`src/common/axi_bridge_defines.svh`:
```
// AXI bridge parameters
`ifndef AXI_BRIDGE_DEFINES_SVH
`define AXI_BRIDGE_DEFINES_SVH

// address and data path
`define AB_ADDR_W 32
`define AB_DATA_W 64
`define AB_STRB_W 8

// lanes, selected by one address bit
`define AB_LANES 2
`define AB_LANE_BIT 12

// reads outstanding across all lanes
`define AB_ORDER_DEPTH 4

`endif

```
`src/common/axi_bridge_pkg.sv`:
```
// AXI bridge types
`include "axi_bridge_defines.svh"

package axi_bridge_pkg;

  // lane index, wide enough for every lane
  typedef logic [$clog2(`AB_LANES)-1:0] lane_id_t;

  // client request, w set for a write
  typedef struct packed {
    logic [`AB_ADDR_W-1:0] addr;
    logic [`AB_DATA_W-1:0] data;
    logic [`AB_STRB_W-1:0] wmask;
    logic [2:0]            size;
    logic                  w;
  } fifo_req_t;

  // address channel, shared by AW and AR
  typedef struct packed {
    logic [`AB_ADDR_W-1:0] addr;
    logic                  id;
    logic [7:0]            len;
    logic [2:0]            size;
    logic [1:0]            burst;
    logic                  lock;
    logic [3:0]            cache;
    logic [2:0]            prot;
    logic [3:0]            qos;
    logic [3:0]            region;
  } axi_aw_t;

  typedef axi_aw_t axi_ar_t;

  typedef struct packed {
    logic [`AB_DATA_W-1:0] data;
    logic [`AB_STRB_W-1:0] strb;
    logic                  last;
  } axi_w_t;

  typedef struct packed {
    logic [`AB_DATA_W-1:0] data;
    logic                  id;
    logic [1:0]            resp;
    logic                  last;
  } axi_r_t;

  typedef struct packed {
    logic       id;
    logic [1:0] resp;
  } axi_b_t;

endpackage

```
`src/fifo_to_axi/fifo_to_axi_bridge.sv`:
```
// Request stream to AXI4 manager
`timescale 1ns/1ps
`include "axi_bridge_defines.svh"

module fifo_to_axi_bridge (
  input  logic                      clk_i,
  input  logic                      arst_n_i,
  input  axi_bridge_pkg::fifo_req_t req_i,
  input  logic                      req_v_i,
  output logic                      req_ready_o,
  output logic [`AB_DATA_W-1:0]     rsp_data_o,
  output logic                      rsp_v_o,
  input  logic                      rsp_ready_i,
  output axi_bridge_pkg::axi_aw_t   aw_o,
  output logic                      aw_v_o,
  input  logic                      aw_ready_i,
  output axi_bridge_pkg::axi_w_t    w_o,
  output logic                      w_v_o,
  input  logic                      w_ready_i,
  input  axi_bridge_pkg::axi_b_t    b_i,
  input  logic                      b_v_i,
  output logic                      b_ready_o,
  output axi_bridge_pkg::axi_ar_t   ar_o,
  output logic                      ar_v_o,
  input  logic                      ar_ready_i,
  input  axi_bridge_pkg::axi_r_t    r_i,
  input  logic                      r_v_i,
  output logic                      r_ready_o
);

  localparam int shift_w = $clog2(`AB_STRB_W);

  axi_bridge_pkg::fifo_req_t head;
  axi_bridge_pkg::axi_aw_t   ax;
  logic                      head_v;
  logic                      head_yumi;
  logic                      addr_sent_q;
  logic                      data_sent_q;
  logic [shift_w-1:0]        byte_off;
  logic [`AB_STRB_W-1:0]     strb;

  two_slot_fifo #(
    .width_p($bits(axi_bridge_pkg::fifo_req_t))
  ) i_req_fifo (
    .clk_i    (clk_i),
    .arst_n_i (arst_n_i),
    .v_i      (req_v_i),
    .data_i   (req_i),
    .ready_o  (req_ready_o),
    .v_o      (head_v),
    .data_o   (head),
    .yumi_i   (head_yumi)
  );

  // R data waits here for the merger and RREADY drops when full
  two_slot_fifo #(
    .width_p(`AB_DATA_W)
  ) i_rsp_fifo (
    .clk_i    (clk_i),
    .arst_n_i (arst_n_i),
    .v_i      (r_v_i),
    .data_i   (r_i.data),
    .ready_o  (r_ready_o),
    .v_o      (rsp_v_o),
    .data_o   (rsp_data_o),
    .yumi_i   (rsp_v_o & rsp_ready_i)
  );

  // write responses are taken and dropped
  assign b_ready_o = 1'b1;

  // release once address and, for writes, data have gone out
  assign head_yumi = head_v & addr_sent_q & (~head.w | data_sent_q);

  always_ff @(posedge clk_i or negedge arst_n_i) begin
    if (!arst_n_i) begin
      addr_sent_q <= 1'b0;
      data_sent_q <= 1'b0;
    end else if (head_yumi) begin
      addr_sent_q <= 1'b0;
      data_sent_q <= 1'b0;
    end else begin
      if ((aw_v_o & aw_ready_i) | (ar_v_o & ar_ready_i)) begin
        addr_sent_q <= 1'b1;
      end
      if (w_v_o & w_ready_i) begin
        data_sent_q <= 1'b1;
      end
    end
  end

  assign byte_off = head.addr[shift_w-1:0];

  // byte lanes from size and offset
  always_comb begin
    case (head.size)
      3'd0:    strb = `AB_STRB_W'('h1) << byte_off;
      3'd1:    strb = `AB_STRB_W'('h3) << byte_off;
      3'd2:    strb = `AB_STRB_W'('hf) << byte_off;
      default: strb = '1;
    endcase
  end

  // single beat INCR with all other fields zero
  always_comb begin
    ax       = '0;
    ax.addr  = head.addr;
    ax.size  = head.size;
    ax.burst = 2'b01;
  end

  assign aw_o = ax;
  assign ar_o = ax;

  assign w_o.data = head.data;
  assign w_o.strb = strb;
  assign w_o.last = 1'b1;

  assign aw_v_o = head_v & head.w & ~addr_sent_q;
  assign w_v_o  = head_v & head.w & ~data_sent_q;
  assign ar_v_o = head_v & ~head.w & ~addr_sent_q;

  a_aw_stable: assert property (
    @(posedge clk_i) disable iff (!arst_n_i)
    (aw_v_o && !aw_ready_i) |=> (aw_v_o && $stable(aw_o))
  ) else $error("fifo_to_axi_bridge: AW changed while waiting");

  // an aligned access keeps every one of its bytes inside the word
  a_w_strb: assert property (
    @(posedge clk_i) disable iff (!arst_n_i)
    w_v_o |-> ($countones(w_o.strb) ==
               ((head.size > 3'd2) ? `AB_STRB_W : (1 << head.size)))
  ) else $error("fifo_to_axi_bridge: write strobe does not cover the access size");

  // the subordinate must echo the zero id on both response channels
  a_rsp_id_zero: assert property (
    @(posedge clk_i) disable iff (!arst_n_i)
    (b_v_i |-> !b_i.id) and (r_v_i |-> !r_i.id)
  ) else $error("fifo_to_axi_bridge: nonzero response id");

endmodule

```
`src/source/axi_bridge_top.sv`:
```
// Two-lane AXI memory bridge
`timescale 1ns/1ps
`include "axi_bridge_defines.svh"

module axi_bridge_top (
  input  logic                      clk_i,
  input  logic                      arst_n_i,
  input  axi_bridge_pkg::fifo_req_t req_i,
  input  logic                      req_v_i,
  output logic                      req_ready_o,
  output logic [`AB_DATA_W-1:0]     rsp_data_o,
  output logic                      rsp_v_o,
  input  logic                      rsp_ready_i,
  output axi_bridge_pkg::axi_aw_t   aw_o [`AB_LANES],
  output logic [`AB_LANES-1:0]      aw_v_o,
  input  logic [`AB_LANES-1:0]      aw_ready_i,
  output axi_bridge_pkg::axi_w_t    w_o [`AB_LANES],
  output logic [`AB_LANES-1:0]      w_v_o,
  input  logic [`AB_LANES-1:0]      w_ready_i,
  input  axi_bridge_pkg::axi_b_t    b_i [`AB_LANES],
  input  logic [`AB_LANES-1:0]      b_v_i,
  output logic [`AB_LANES-1:0]      b_ready_o,
  output axi_bridge_pkg::axi_ar_t   ar_o [`AB_LANES],
  output logic [`AB_LANES-1:0]      ar_v_o,
  input  logic [`AB_LANES-1:0]      ar_ready_i,
  input  axi_bridge_pkg::axi_r_t    r_i [`AB_LANES],
  input  logic [`AB_LANES-1:0]      r_v_i,
  output logic [`AB_LANES-1:0]      r_ready_o
);

  axi_bridge_pkg::fifo_req_t lane_req [`AB_LANES];
  logic [`AB_LANES-1:0]      lane_v;
  logic [`AB_LANES-1:0]      lane_ready;
  logic [`AB_DATA_W-1:0]     lane_rsp_data [`AB_LANES];
  logic [`AB_LANES-1:0]      lane_rsp_v;
  logic [`AB_LANES-1:0]      lane_rsp_ready;
  logic                      order_push;
  logic                      order_ready;
  axi_bridge_pkg::lane_id_t  order_lane;

  lane_splitter i_splitter (
    .clk_i         (clk_i),
    .arst_n_i      (arst_n_i),
    .req_i         (req_i),
    .req_v_i       (req_v_i),
    .req_ready_o   (req_ready_o),
    .lane_req_o    (lane_req),
    .lane_v_o      (lane_v),
    .lane_ready_i  (lane_ready),
    .order_ready_i (order_ready),
    .order_push_o  (order_push),
    .order_lane_o  (order_lane)
  );

  // one bridge and AXI port per lane
  for (genvar g = 0; g < `AB_LANES; g++) begin : g_lane
    fifo_to_axi_bridge i_bridge (
      .clk_i       (clk_i),
      .arst_n_i    (arst_n_i),
      .req_i       (lane_req[g]),
      .req_v_i     (lane_v[g]),
      .req_ready_o (lane_ready[g]),
      .rsp_data_o  (lane_rsp_data[g]),
      .rsp_v_o     (lane_rsp_v[g]),
      .rsp_ready_i (lane_rsp_ready[g]),
      .aw_o        (aw_o[g]),
      .aw_v_o      (aw_v_o[g]),
      .aw_ready_i  (aw_ready_i[g]),
      .w_o         (w_o[g]),
      .w_v_o       (w_v_o[g]),
      .w_ready_i   (w_ready_i[g]),
      .b_i         (b_i[g]),
      .b_v_i       (b_v_i[g]),
      .b_ready_o   (b_ready_o[g]),
      .ar_o        (ar_o[g]),
      .ar_v_o      (ar_v_o[g]),
      .ar_ready_i  (ar_ready_i[g]),
      .r_i         (r_i[g]),
      .r_v_i       (r_v_i[g]),
      .r_ready_o   (r_ready_o[g])
    );
  end

  read_merger i_merger (
    .clk_i            (clk_i),
    .arst_n_i         (arst_n_i),
    .order_push_i     (order_push),
    .order_lane_i     (order_lane),
    .order_ready_o    (order_ready),
    .lane_rsp_data_i  (lane_rsp_data),
    .lane_rsp_v_i     (lane_rsp_v),
    .lane_rsp_ready_o (lane_rsp_ready),
    .rsp_data_o       (rsp_data_o),
    .rsp_v_o          (rsp_v_o),
    .rsp_ready_i      (rsp_ready_i)
  );

endmodule

```
`src/source/lane_splitter.sv`:
```
// Request lane splitter
`timescale 1ns/1ps
`include "axi_bridge_defines.svh"

module lane_splitter (
  input  logic                      clk_i,
  input  logic                      arst_n_i,
  input  axi_bridge_pkg::fifo_req_t req_i,
  input  logic                      req_v_i,
  output logic                      req_ready_o,
  output axi_bridge_pkg::fifo_req_t lane_req_o [`AB_LANES],
  output logic [`AB_LANES-1:0]      lane_v_o,
  input  logic [`AB_LANES-1:0]      lane_ready_i,
  input  logic                      order_ready_i,
  output logic                      order_push_o,
  output axi_bridge_pkg::lane_id_t  order_lane_o
);

  axi_bridge_pkg::lane_id_t sel;
  logic                     room;

  // lane from the address
  assign sel = req_i.addr[`AB_LANE_BIT +: $bits(axi_bridge_pkg::lane_id_t)];

  // a read also needs a free slot in the order queue
  assign room = req_i.w | order_ready_i;

  always_comb begin
    for (int l = 0; l < `AB_LANES; l++) begin
      lane_req_o[l] = req_i;
      lane_v_o[l]   = req_v_i & room & (sel == axi_bridge_pkg::lane_id_t'(l));
    end
  end

  assign req_ready_o = lane_ready_i[sel] & room;

  // record which lane each accepted read went to
  assign order_push_o = req_v_i & ~req_i.w & order_ready_i & lane_ready_i[sel];
  assign order_lane_o = sel;

  // a waiting offer stays on its lane until that lane takes it
  a_lane_v_hold: assert property (
    @(posedge clk_i) disable iff (!arst_n_i)
    (|lane_v_o && !req_ready_o) |=> (lane_v_o == $past(lane_v_o))
  ) else $error("lane_splitter: pending request moved off its lane");

endmodule

```
`src/source/read_merger.sv`:
```
// In-order read merger
`timescale 1ns/1ps
`include "axi_bridge_defines.svh"

module read_merger (
  input  logic                     clk_i,
  input  logic                     arst_n_i,
  input  logic                     order_push_i,
  input  axi_bridge_pkg::lane_id_t order_lane_i,
  output logic                     order_ready_o,
  input  logic [`AB_DATA_W-1:0]    lane_rsp_data_i [`AB_LANES],
  input  logic [`AB_LANES-1:0]     lane_rsp_v_i,
  output logic [`AB_LANES-1:0]     lane_rsp_ready_o,
  output logic [`AB_DATA_W-1:0]    rsp_data_o,
  output logic                     rsp_v_o,
  input  logic                     rsp_ready_i
);

  localparam int ptr_w = $clog2(`AB_ORDER_DEPTH);
  localparam int cnt_w = $clog2(`AB_ORDER_DEPTH + 1);

  axi_bridge_pkg::lane_id_t order_q [`AB_ORDER_DEPTH];
  axi_bridge_pkg::lane_id_t head;
  logic [ptr_w-1:0]         wptr_q;
  logic [ptr_w-1:0]         rptr_q;
  logic [cnt_w-1:0]         count_q;
  logic                     empty;
  logic                     pop;

  assign empty         = (count_q == '0);
  assign order_ready_o = (count_q != cnt_w'(`AB_ORDER_DEPTH));
  assign head          = order_q[rptr_q];

  // only the oldest read's lane may hand over data
  assign rsp_data_o = lane_rsp_data_i[head];
  assign rsp_v_o    = ~empty & lane_rsp_v_i[head];
  assign pop        = rsp_v_o & rsp_ready_i;

  always_comb begin
    for (int l = 0; l < `AB_LANES; l++) begin
      lane_rsp_ready_o[l] = ~empty & rsp_ready_i & (head == axi_bridge_pkg::lane_id_t'(l));
    end
  end

  always_ff @(posedge clk_i or negedge arst_n_i) begin
    if (!arst_n_i) begin
      wptr_q  <= '0;
      rptr_q  <= '0;
      count_q <= '0;
    end else begin
      if (order_push_i) begin
        wptr_q <= (wptr_q == ptr_w'(`AB_ORDER_DEPTH - 1)) ? '0 : wptr_q + 1'b1;
      end
      if (pop) begin
        rptr_q <= (rptr_q == ptr_w'(`AB_ORDER_DEPTH - 1)) ? '0 : rptr_q + 1'b1;
      end
      case ({order_push_i, pop})
        2'b10:   count_q <= count_q + 1'b1;
        2'b01:   count_q <= count_q - 1'b1;
        default: count_q <= count_q;
      endcase
    end
  end

  // lane ids of the reads in flight
  always_ff @(posedge clk_i) begin
    if (order_push_i) begin
      order_q[wptr_q] <= order_lane_i;
    end
  end

  // read data in any lane with no read on record would mean a lost pop
  a_no_pop_empty: assert property (
    @(posedge clk_i) disable iff (!arst_n_i) (|lane_rsp_v_i) |-> !empty
  ) else $error("read_merger: lane data with empty order queue");

endmodule

```
`src/source/two_slot_fifo.sv`:
```
// Two entry buffer
`timescale 1ns/1ps
`include "axi_bridge_defines.svh"

module two_slot_fifo #(
  parameter int width_p = 8
) (
  input  logic               clk_i,
  input  logic               arst_n_i,
  input  logic               v_i,
  input  logic [width_p-1:0] data_i,
  output logic               ready_o,
  output logic               v_o,
  output logic [width_p-1:0] data_o,
  input  logic               yumi_i
);

  logic [width_p-1:0] mem_q [2];
  logic               wptr_q;
  logic               rptr_q;
  logic [1:0]         count_q;
  logic               enq;

  assign ready_o = (count_q != 2'd2);
  assign v_o     = (count_q != 2'd0);
  assign data_o  = mem_q[rptr_q];
  assign enq     = v_i & ready_o;

  always_ff @(posedge clk_i or negedge arst_n_i) begin
    if (!arst_n_i) begin
      wptr_q  <= 1'b0;
      rptr_q  <= 1'b0;
      count_q <= 2'd0;
    end else begin
      if (enq) begin
        wptr_q <= ~wptr_q;
      end
      if (yumi_i) begin
        rptr_q <= ~rptr_q;
      end
      case ({enq, yumi_i})
        2'b10:   count_q <= count_q + 2'd1;
        2'b01:   count_q <= count_q - 2'd1;
        default: count_q <= count_q;
      endcase
    end
  end

  // payload storage
  always_ff @(posedge clk_i) begin
    if (enq) begin
      mem_q[wptr_q] <= data_i;
    end
  end

  // consumer must not take from an empty buffer
  a_yumi_needs_valid: assert property (
    @(posedge clk_i) disable iff (!arst_n_i) yumi_i |-> v_o
  ) else $error("two_slot_fifo: yumi while empty");

endmodule

```
`config.mk`:
```
export PLATFORM = sky130hd
export DESIGN_NAME = axi_bridge_top
export DESIGN_NICKNAME = d
export VERILOG_FILES = /design/src/common/axi_bridge_pkg.sv /design/src/fifo_to_axi/fifo_to_axi_bridge.sv /design/src/source/axi_bridge_top.sv /design/src/source/lane_splitter.sv /design/src/source/read_merger.sv /design/src/source/two_slot_fifo.sv
export VERILOG_INCLUDE_DIRS = /design/src /design/src/common
export SDC_FILE = /design/constraint.sdc
export NUM_CORES = 1
export LEC_CHECK = 0
export ABC_AREA = 1
export BUFFER_PORTS_ARGS = -buffer_cell sky130_fd_sc_hd__buf_4
export CORE_MARGIN = 1.5
export CORE_UTILIZATION = 35
export DETAILED_ROUTE_END_ITERATION = 8
export PLACE_DENSITY = 0.61
export SLEW_MARGIN = 20
export SYNTH_ARGS = -nofsm -noshare
export SYNTH_HDL_FRONTEND = slang
export SYNTH_SLANG_ARGS = --single-unit
```
`constraint.sdc`:
```
create_clock -name clk_i -period 15 [get_ports clk_i]
set_input_delay 0.75 -clock clk_i [delete_from_list [all_inputs] [get_ports clk_i]]
set_output_delay 0.75 -clock clk_i [all_outputs]
set_load 0.05 [all_outputs]
```
Word-level counts from Yosys, hierarchy flattened --
Memories as Yosys holds them, arrays and structs flattened. Cells that the tools add are included.
Storage, ports and cells: memory bits (writable) 692, latch bits 0, register bits after elaboration 27, bits of input ports 264, memory bits (read-only) 0, memories 5
Operators by class: divide/modulo/power cells 0, order comparisons 3, equal/unequal tests 21, multiply operators 0, $add $sub $neg 12, shift operators 6, reductions and logical operators 16, multiplexer cells 34, bitwise logic cells 62
Memories:
- g_lane[0].i_bridge.i_req_fifo.mem_q | depth 2, bits a word 108, rd ports 1, clocked after memory_dff 0, wr ports 1, RTL line two_slot_fifo.sv:18 | logic [width_p-1:0] mem_q [2];
- g_lane[1].i_bridge.i_req_fifo.mem_q | depth 2, bits a word 108, rd ports 1, clocked after memory_dff 0, wr ports 1, RTL line two_slot_fifo.sv:18
- g_lane[0].i_bridge.i_rsp_fifo.mem_q | depth 2, bits a word 64, rd ports 1, clocked after memory_dff 0, wr ports 1, RTL line two_slot_fifo.sv:18
- g_lane[1].i_bridge.i_rsp_fifo.mem_q | depth 2, bits a word 64, rd ports 1, clocked after memory_dff 0, wr ports 1, RTL line two_slot_fifo.sv:18
- i_merger.order_q | depth 4, bits a word 1, rd ports 1, clocked after memory_dff 0, wr ports 1, RTL line read_merger.sv:22 | axi_bridge_pkg::lane_id_t order_q [`AB_ORDER_DEPTH];
Operators by type and width (count):
- 64-bit 2-to-1 mux | 3
- 8-bit one-hot mux with 3 select lines | 2
- 1-bit bitwise AND | 38
- 2-bit nonzero test | 13
- 1-bit 2-to-1 mux | 22
- 1-bit inverter | 18
- 2-bit one-hot mux with 2 select lines | 4
- 1-bit by 3-bit left shift with 8-bit output, first input constant | 2
- 2-bit by 3-bit left shift with 8-bit output, first input constant | 2
- 4-bit by 3-bit left shift with 8-bit output, first input constant | 2
- 2-bit equality test, second input constant | 7
- 2-bit by 1-bit adder with 2-bit output, second input constant | 6
- 2-bit by 1-bit equality test with 1-bit output, second input constant | 5
- 3-bit zero test | 3
- 2-bit inequality test, second input constant | 4
- 2-bit by 1-bit subtractor with 2-bit output, second input constant | 4
- 3-bit by 1-bit equality test with 1-bit output, second input constant | 2
- 3-bit by 2-bit equality test with 1-bit output, second input constant | 2
- 3-bit one-hot mux with 2 select lines | 1
- 1-bit bitwise OR | 5
- 1-bit by 2-bit < comparator with 1-bit output, second input constant | 2
- 2-bit 2-to-1 mux | 2
- 3-bit by 1-bit adder with 3-bit output, second input constant | 1
- 3-bit inequality test, second input constant | 1
- other kinds (3) | 3

Longest topological paths before layout --
An unclocked memory read counts as a cell.
depth after elaboration 8, depth in mapped cells 13

Cells and area by module --
From an unflattened synthesis, not the netlist that was laid out.
Unflattened totals: cells, all modules 2720, area, all modules 31841.8 um2
Modules (own cells, without submodules):
- two_slot_fifo (g_lane[0].i_bridge.i_req_fifo ...) | cells an instance 589, area each 8324.2 um2, times used 2
- two_slot_fifo (g_lane[0].i_bridge.i_rsp_fifo ...) | cells an instance 359, area each 4993.5 um2, times used 2
- fifo_to_axi_bridge | cells an instance 154, area each 1009.7 um2, times used 2
- lane_splitter | cells an instance 231, area each 1685.4 um2, times used 1
- read_merger | cells an instance 285, area each 1501.4 um2, times used 1

Worst setup path before layout --
Ideal clock, no wire load.
path kind input -> register, start point input port req_i[0] in the netlist's numbering, end point memory g_lane[1].i_bridge.i_req_fifo.mem_q[0][0] in the netlist's numbering, enable pin, data arrival time 5510 ps, setup slack 8931 ps, stages on the path 6, setup time 559 ps, path through inv_1 -> nand4_1 -> nand2_1 -> or2_2 -> clkbuf_1 -> nor2_1
Between the ends: word-level cells in the longest chain between the ends 6
RTL lines:
- start, declared | RTL line axi_bridge_top.sv:8 | input axi_bridge_pkg::fifo_req_t req_i,
- 1-bit bitwise OR | RTL line lane_splitter.sv:26 | assign room = req_i.w | order_ready_i;
- 1-bit bitwise AND (2 in series) | RTL line lane_splitter.sv:31 | lane_v_o[l] = req_v_i & room & (sel == axi_bridge_pkg::lane_id_t'(l));
- 1-bit bitwise AND | RTL line two_slot_fifo.sv:27 | assign enq = v_i & ready_o;
- 1-bit 2-to-1 mux | RTL line two_slot_fifo.sv:51 | if (enq) begin
- 1-bit 2-to-1 mux (implied by the code) | RTL line two_slot_fifo.sv:52 | mem_q[wptr_q] <= data_i;
- end, declared | RTL line two_slot_fifo.sv:18
Every way passes these cells.

==> out/results.ini <==
[timing]
max_freq_mhz=228
setup_viol_count_final=0
hold_viol=0
slew_headroom_pct=28.6
skew_ns=0.0355
rsz0062_at_grt=false
tightest_slew_ns=1.07
period_share_pct=29.2
period_minus_slack_ns=4.38
fin_tns_setup_ns=0
report.final.slew_viol_count=0
timing.hold.ws_ns=0.0469
final.setup.worst_slack_ns=10.62

[grt]
grt_pass1_wl_mm=104
grt_max_degree=93
grt_usage_pct=16.8
antenna_found_initial=1
overflow=0
grt_pass1_vias=17109

[setup_path]
cp-startpoint=g_lane[1].i_bridge.i_req_fifo.rptr_q$_DFFE_PN0P_
worstSetupPathType=flip-flop to output pin
critPathBufInv=2
critical-path-top-delay-family=buffers and inverters
cp.arrival_ns=3.63
r2r_start=i_merger.count_q[0]$_DFFE_PN0P_
critPathSlowestCell=clkinv_2
cp_slowest_stage_delay_ns=0.90
cp_max_fo=53
cp.required_ns=14.25
start_kind=flip-flop
path_cells=clkinv_2 -> or2_1 -> o21ai_2 -> nand2_1 -> o21a_1 -> o21ai_1 -> buf_4
cp-end-kind=output pin

[floorplanning]
die_h_um=285
core_sq_um=78700
io-pin-count=734
dieArea_sq_um=81000
row_count=103
die_x_um=285
start_util_pct=35.3

[route]
routedWlPerCell_um=19.0
post-route-drc-count=0
avgViaCountPerCell=4.52
firstDrtPassIters=5
vias=16767
antenna_left=0
drt_iter0_markers=897
totalWireLength_mm=70.3

[logic_synthesis]
synth_cell_types=38
postSynthAreaPerCell_sq_um=13.4
ys_seq_elements=687
synthCells=2068
yosys_most_used_dff=edfxtp_1
async_reset_ff_share_pct=3.93
yosysWarnings=0
ys_seq_area_share_pct=73.8
netlist_area_sq_um=27800
synth_edf_count=660

[clock_tree]
cts_resized=0
cts_hold_buf=0
ctsLongestPathBuffers=3
post_cts_buffers=0
cts-root-buf=clkbuf_16
cts_buffers=74
clk_latency_ns=0.63
clk_pin_slew_ns=0.07
cts_tree=yes
cts.sinks=687
cts_max_level=3

[status]
status=complete, no violations

[cells_and_area]
final_layout_size_suffix_gt1_share_pct=30.9
multi_input_area_sq_um=5700
regArea_sq_um=20500
fill_cells=7019
n_antenna_cell=0
area_growth_pct=25.9
nets=2876
layout_common_cells=660 x edfxtp_1, 634 x nand2_1, 617 x buf_4, 112 x conb_1, 76 x o21ai_0
layout_commonest_cell=edfxtp_1
final_core_util_pct=44.4

[place]
post-place-ws_ns=11.24
post-dp-hpwl_mm=45.5
place.gp.congestion=0.843
portBuffers=597

[hold_path]
hold_path.class=primary input to async pin

[job]
cap_violations=0

==> logic make-up (layout without fill, tap and decap cells) <==
| logic type | count (synthesis) | count (layout) | synth area share [%] |
|---|---|---|---|
| adder cells (fa/ha/maj) | 11 | 11 | 0.523 |
| buffers and inverters | 338 | 821 | 7.42 |
| AND/OR/NAND/NOR | 779 | 779 | 11.5 |
| flip-flops | 687 | 687 | 73.8 |
| AO/OA/AOI/OAI | 171 | 171 | 3.89 |
| XOR/XNOR | 16 | 16 | 0.505 |
| other | 2 | 112 | 0.0270 |
| multiplexers | 64 | 64 | 2.31 |
==> sequential cells by signal, summed over array words and instances (netlist names) <==
| register | count |
|---|---|
| i_merger.rptr_q | 2 |
| i_merger.wptr_q | 2 |
| g_lane.i_bridge.i_req_fifo.count_q | 4 |
| g_lane.i_bridge.i_rsp_fifo.wptr_q | 2 |
| g_lane.i_bridge.i_rsp_fifo.rptr_q | 2 |
| i_merger.order_q | 4 |
| g_lane.i_bridge.i_req_fifo.rptr_q | 2 |
| g_lane.i_bridge.i_rsp_fifo.count_q | 4 |
| g_lane.i_bridge.data_sent_q | 2 |
| g_lane.i_bridge.i_rsp_fifo.mem_q | 256 |
| g_lane.i_bridge.i_req_fifo.mem_q | 400 |
| g_lane.i_bridge.addr_sent_q | 2 |
| g_lane.i_bridge.i_req_fifo.wptr_q | 2 |
| i_merger.count_q | 3 |
==> routing by layer <==
layer | GRT usage (%) | vias up | wire [um]
met1 | 20.2 | 8152 | 27500
met2 | 28.1 | 587 | 34300
met5 | 0 | - | 15
met3 | 5.69 | 98 | 6590
li1 | - | 7928 | -
met4 | 5.64 | 2 | 1920
==> synthesized netlist by cell type (2+ instances only) <==
cell	instances	area, sq um
nand3_2	3	30.0
o21ai_0	76	380
buf_1	6	22.5
o21ai_2	7	61.3
inv_2	8	30.0
buf_4	194	1460
nand3_1	26	130
o211ai_1	64	480
nand2_1	635	2380
dfrtp_1	27	676
a21oi_4	2	32.5
inv_1	59	221
edfxtp_1	660	19800
nand2_2	7	43.8
conb_1	2	7.51
clkbuf_1	30	113
nand4_1	3	18.8
a21oi_1	8	40.0
buf_2	37	185
xor2_1	8	70.1
o21ai_1	11	55.1
nor3_1	5	25.0
nor2_1	26	97.6
ha_1	10	125
or2_1	18	113
xnor2_1	8	70.1
buf_6	2	22.5
or2_2	53	332
mux2i_1	64	641
==> metrics by stage <==
stage,std cells,cell area (sq um)
after global routing,3711,35000
final,3711,35000
after floorplan,2178,28200
after CTS,3711,35000
after detailed placement,3575,32400
after global placement,3575,32400
==> final timing paths <==
path | cells past startpoint | slack [ns] | endpoint
hold reg to reg | 2 | 0.50 | g_lane[0].i_bridge.data_sent_q$_DFFE_PN0P_
min in group clk_i | 1 | 0.32 | g_lane[1].i_bridge.i_req_fifo.mem_q[0][12]$_DFFE_PP_
max in group asynchronous | 1 | 14.62 | g_lane[0].i_bridge.i_req_fifo.rptr_q$_DFFE_PN0P_
setup reg to reg | 7 | 11.89 | g_lane[1].i_bridge.i_req_fifo.mem_q[1][48]$_DFFE_PP_
hold / removal | 1 | 0.05 | g_lane[1].i_bridge.i_req_fifo.wptr_q$_DFFE_PN0P_
setup / recovery | 7 | 10.62 | w_o[5]
==> final cells by class <==
type	count	share of cell area (%)
Multi-Input combinational cell	1153	16.3
Sequential cell	687	58.7
Clock buffer	90	5.47
Tap cell	1050	3.76
Inverter	68	0.748
Timing Repair Buffer	617	13.2
Clock inverter	46	1.84
==> worst register-to-register path: stages (launching register included) <==
cell and delay, ns:
dfrtp_1 0.38, inv_1 0.10, nand4_1 0.12, nand2_1 0.10, or2_2 0.38, nor2_4 0.10, buf_4 0.78, buf_4 0.74
Power is left out: the tool's default activity adds up to more than one toggle a clock period on the data nets, which glitch-free logic cannot reach.
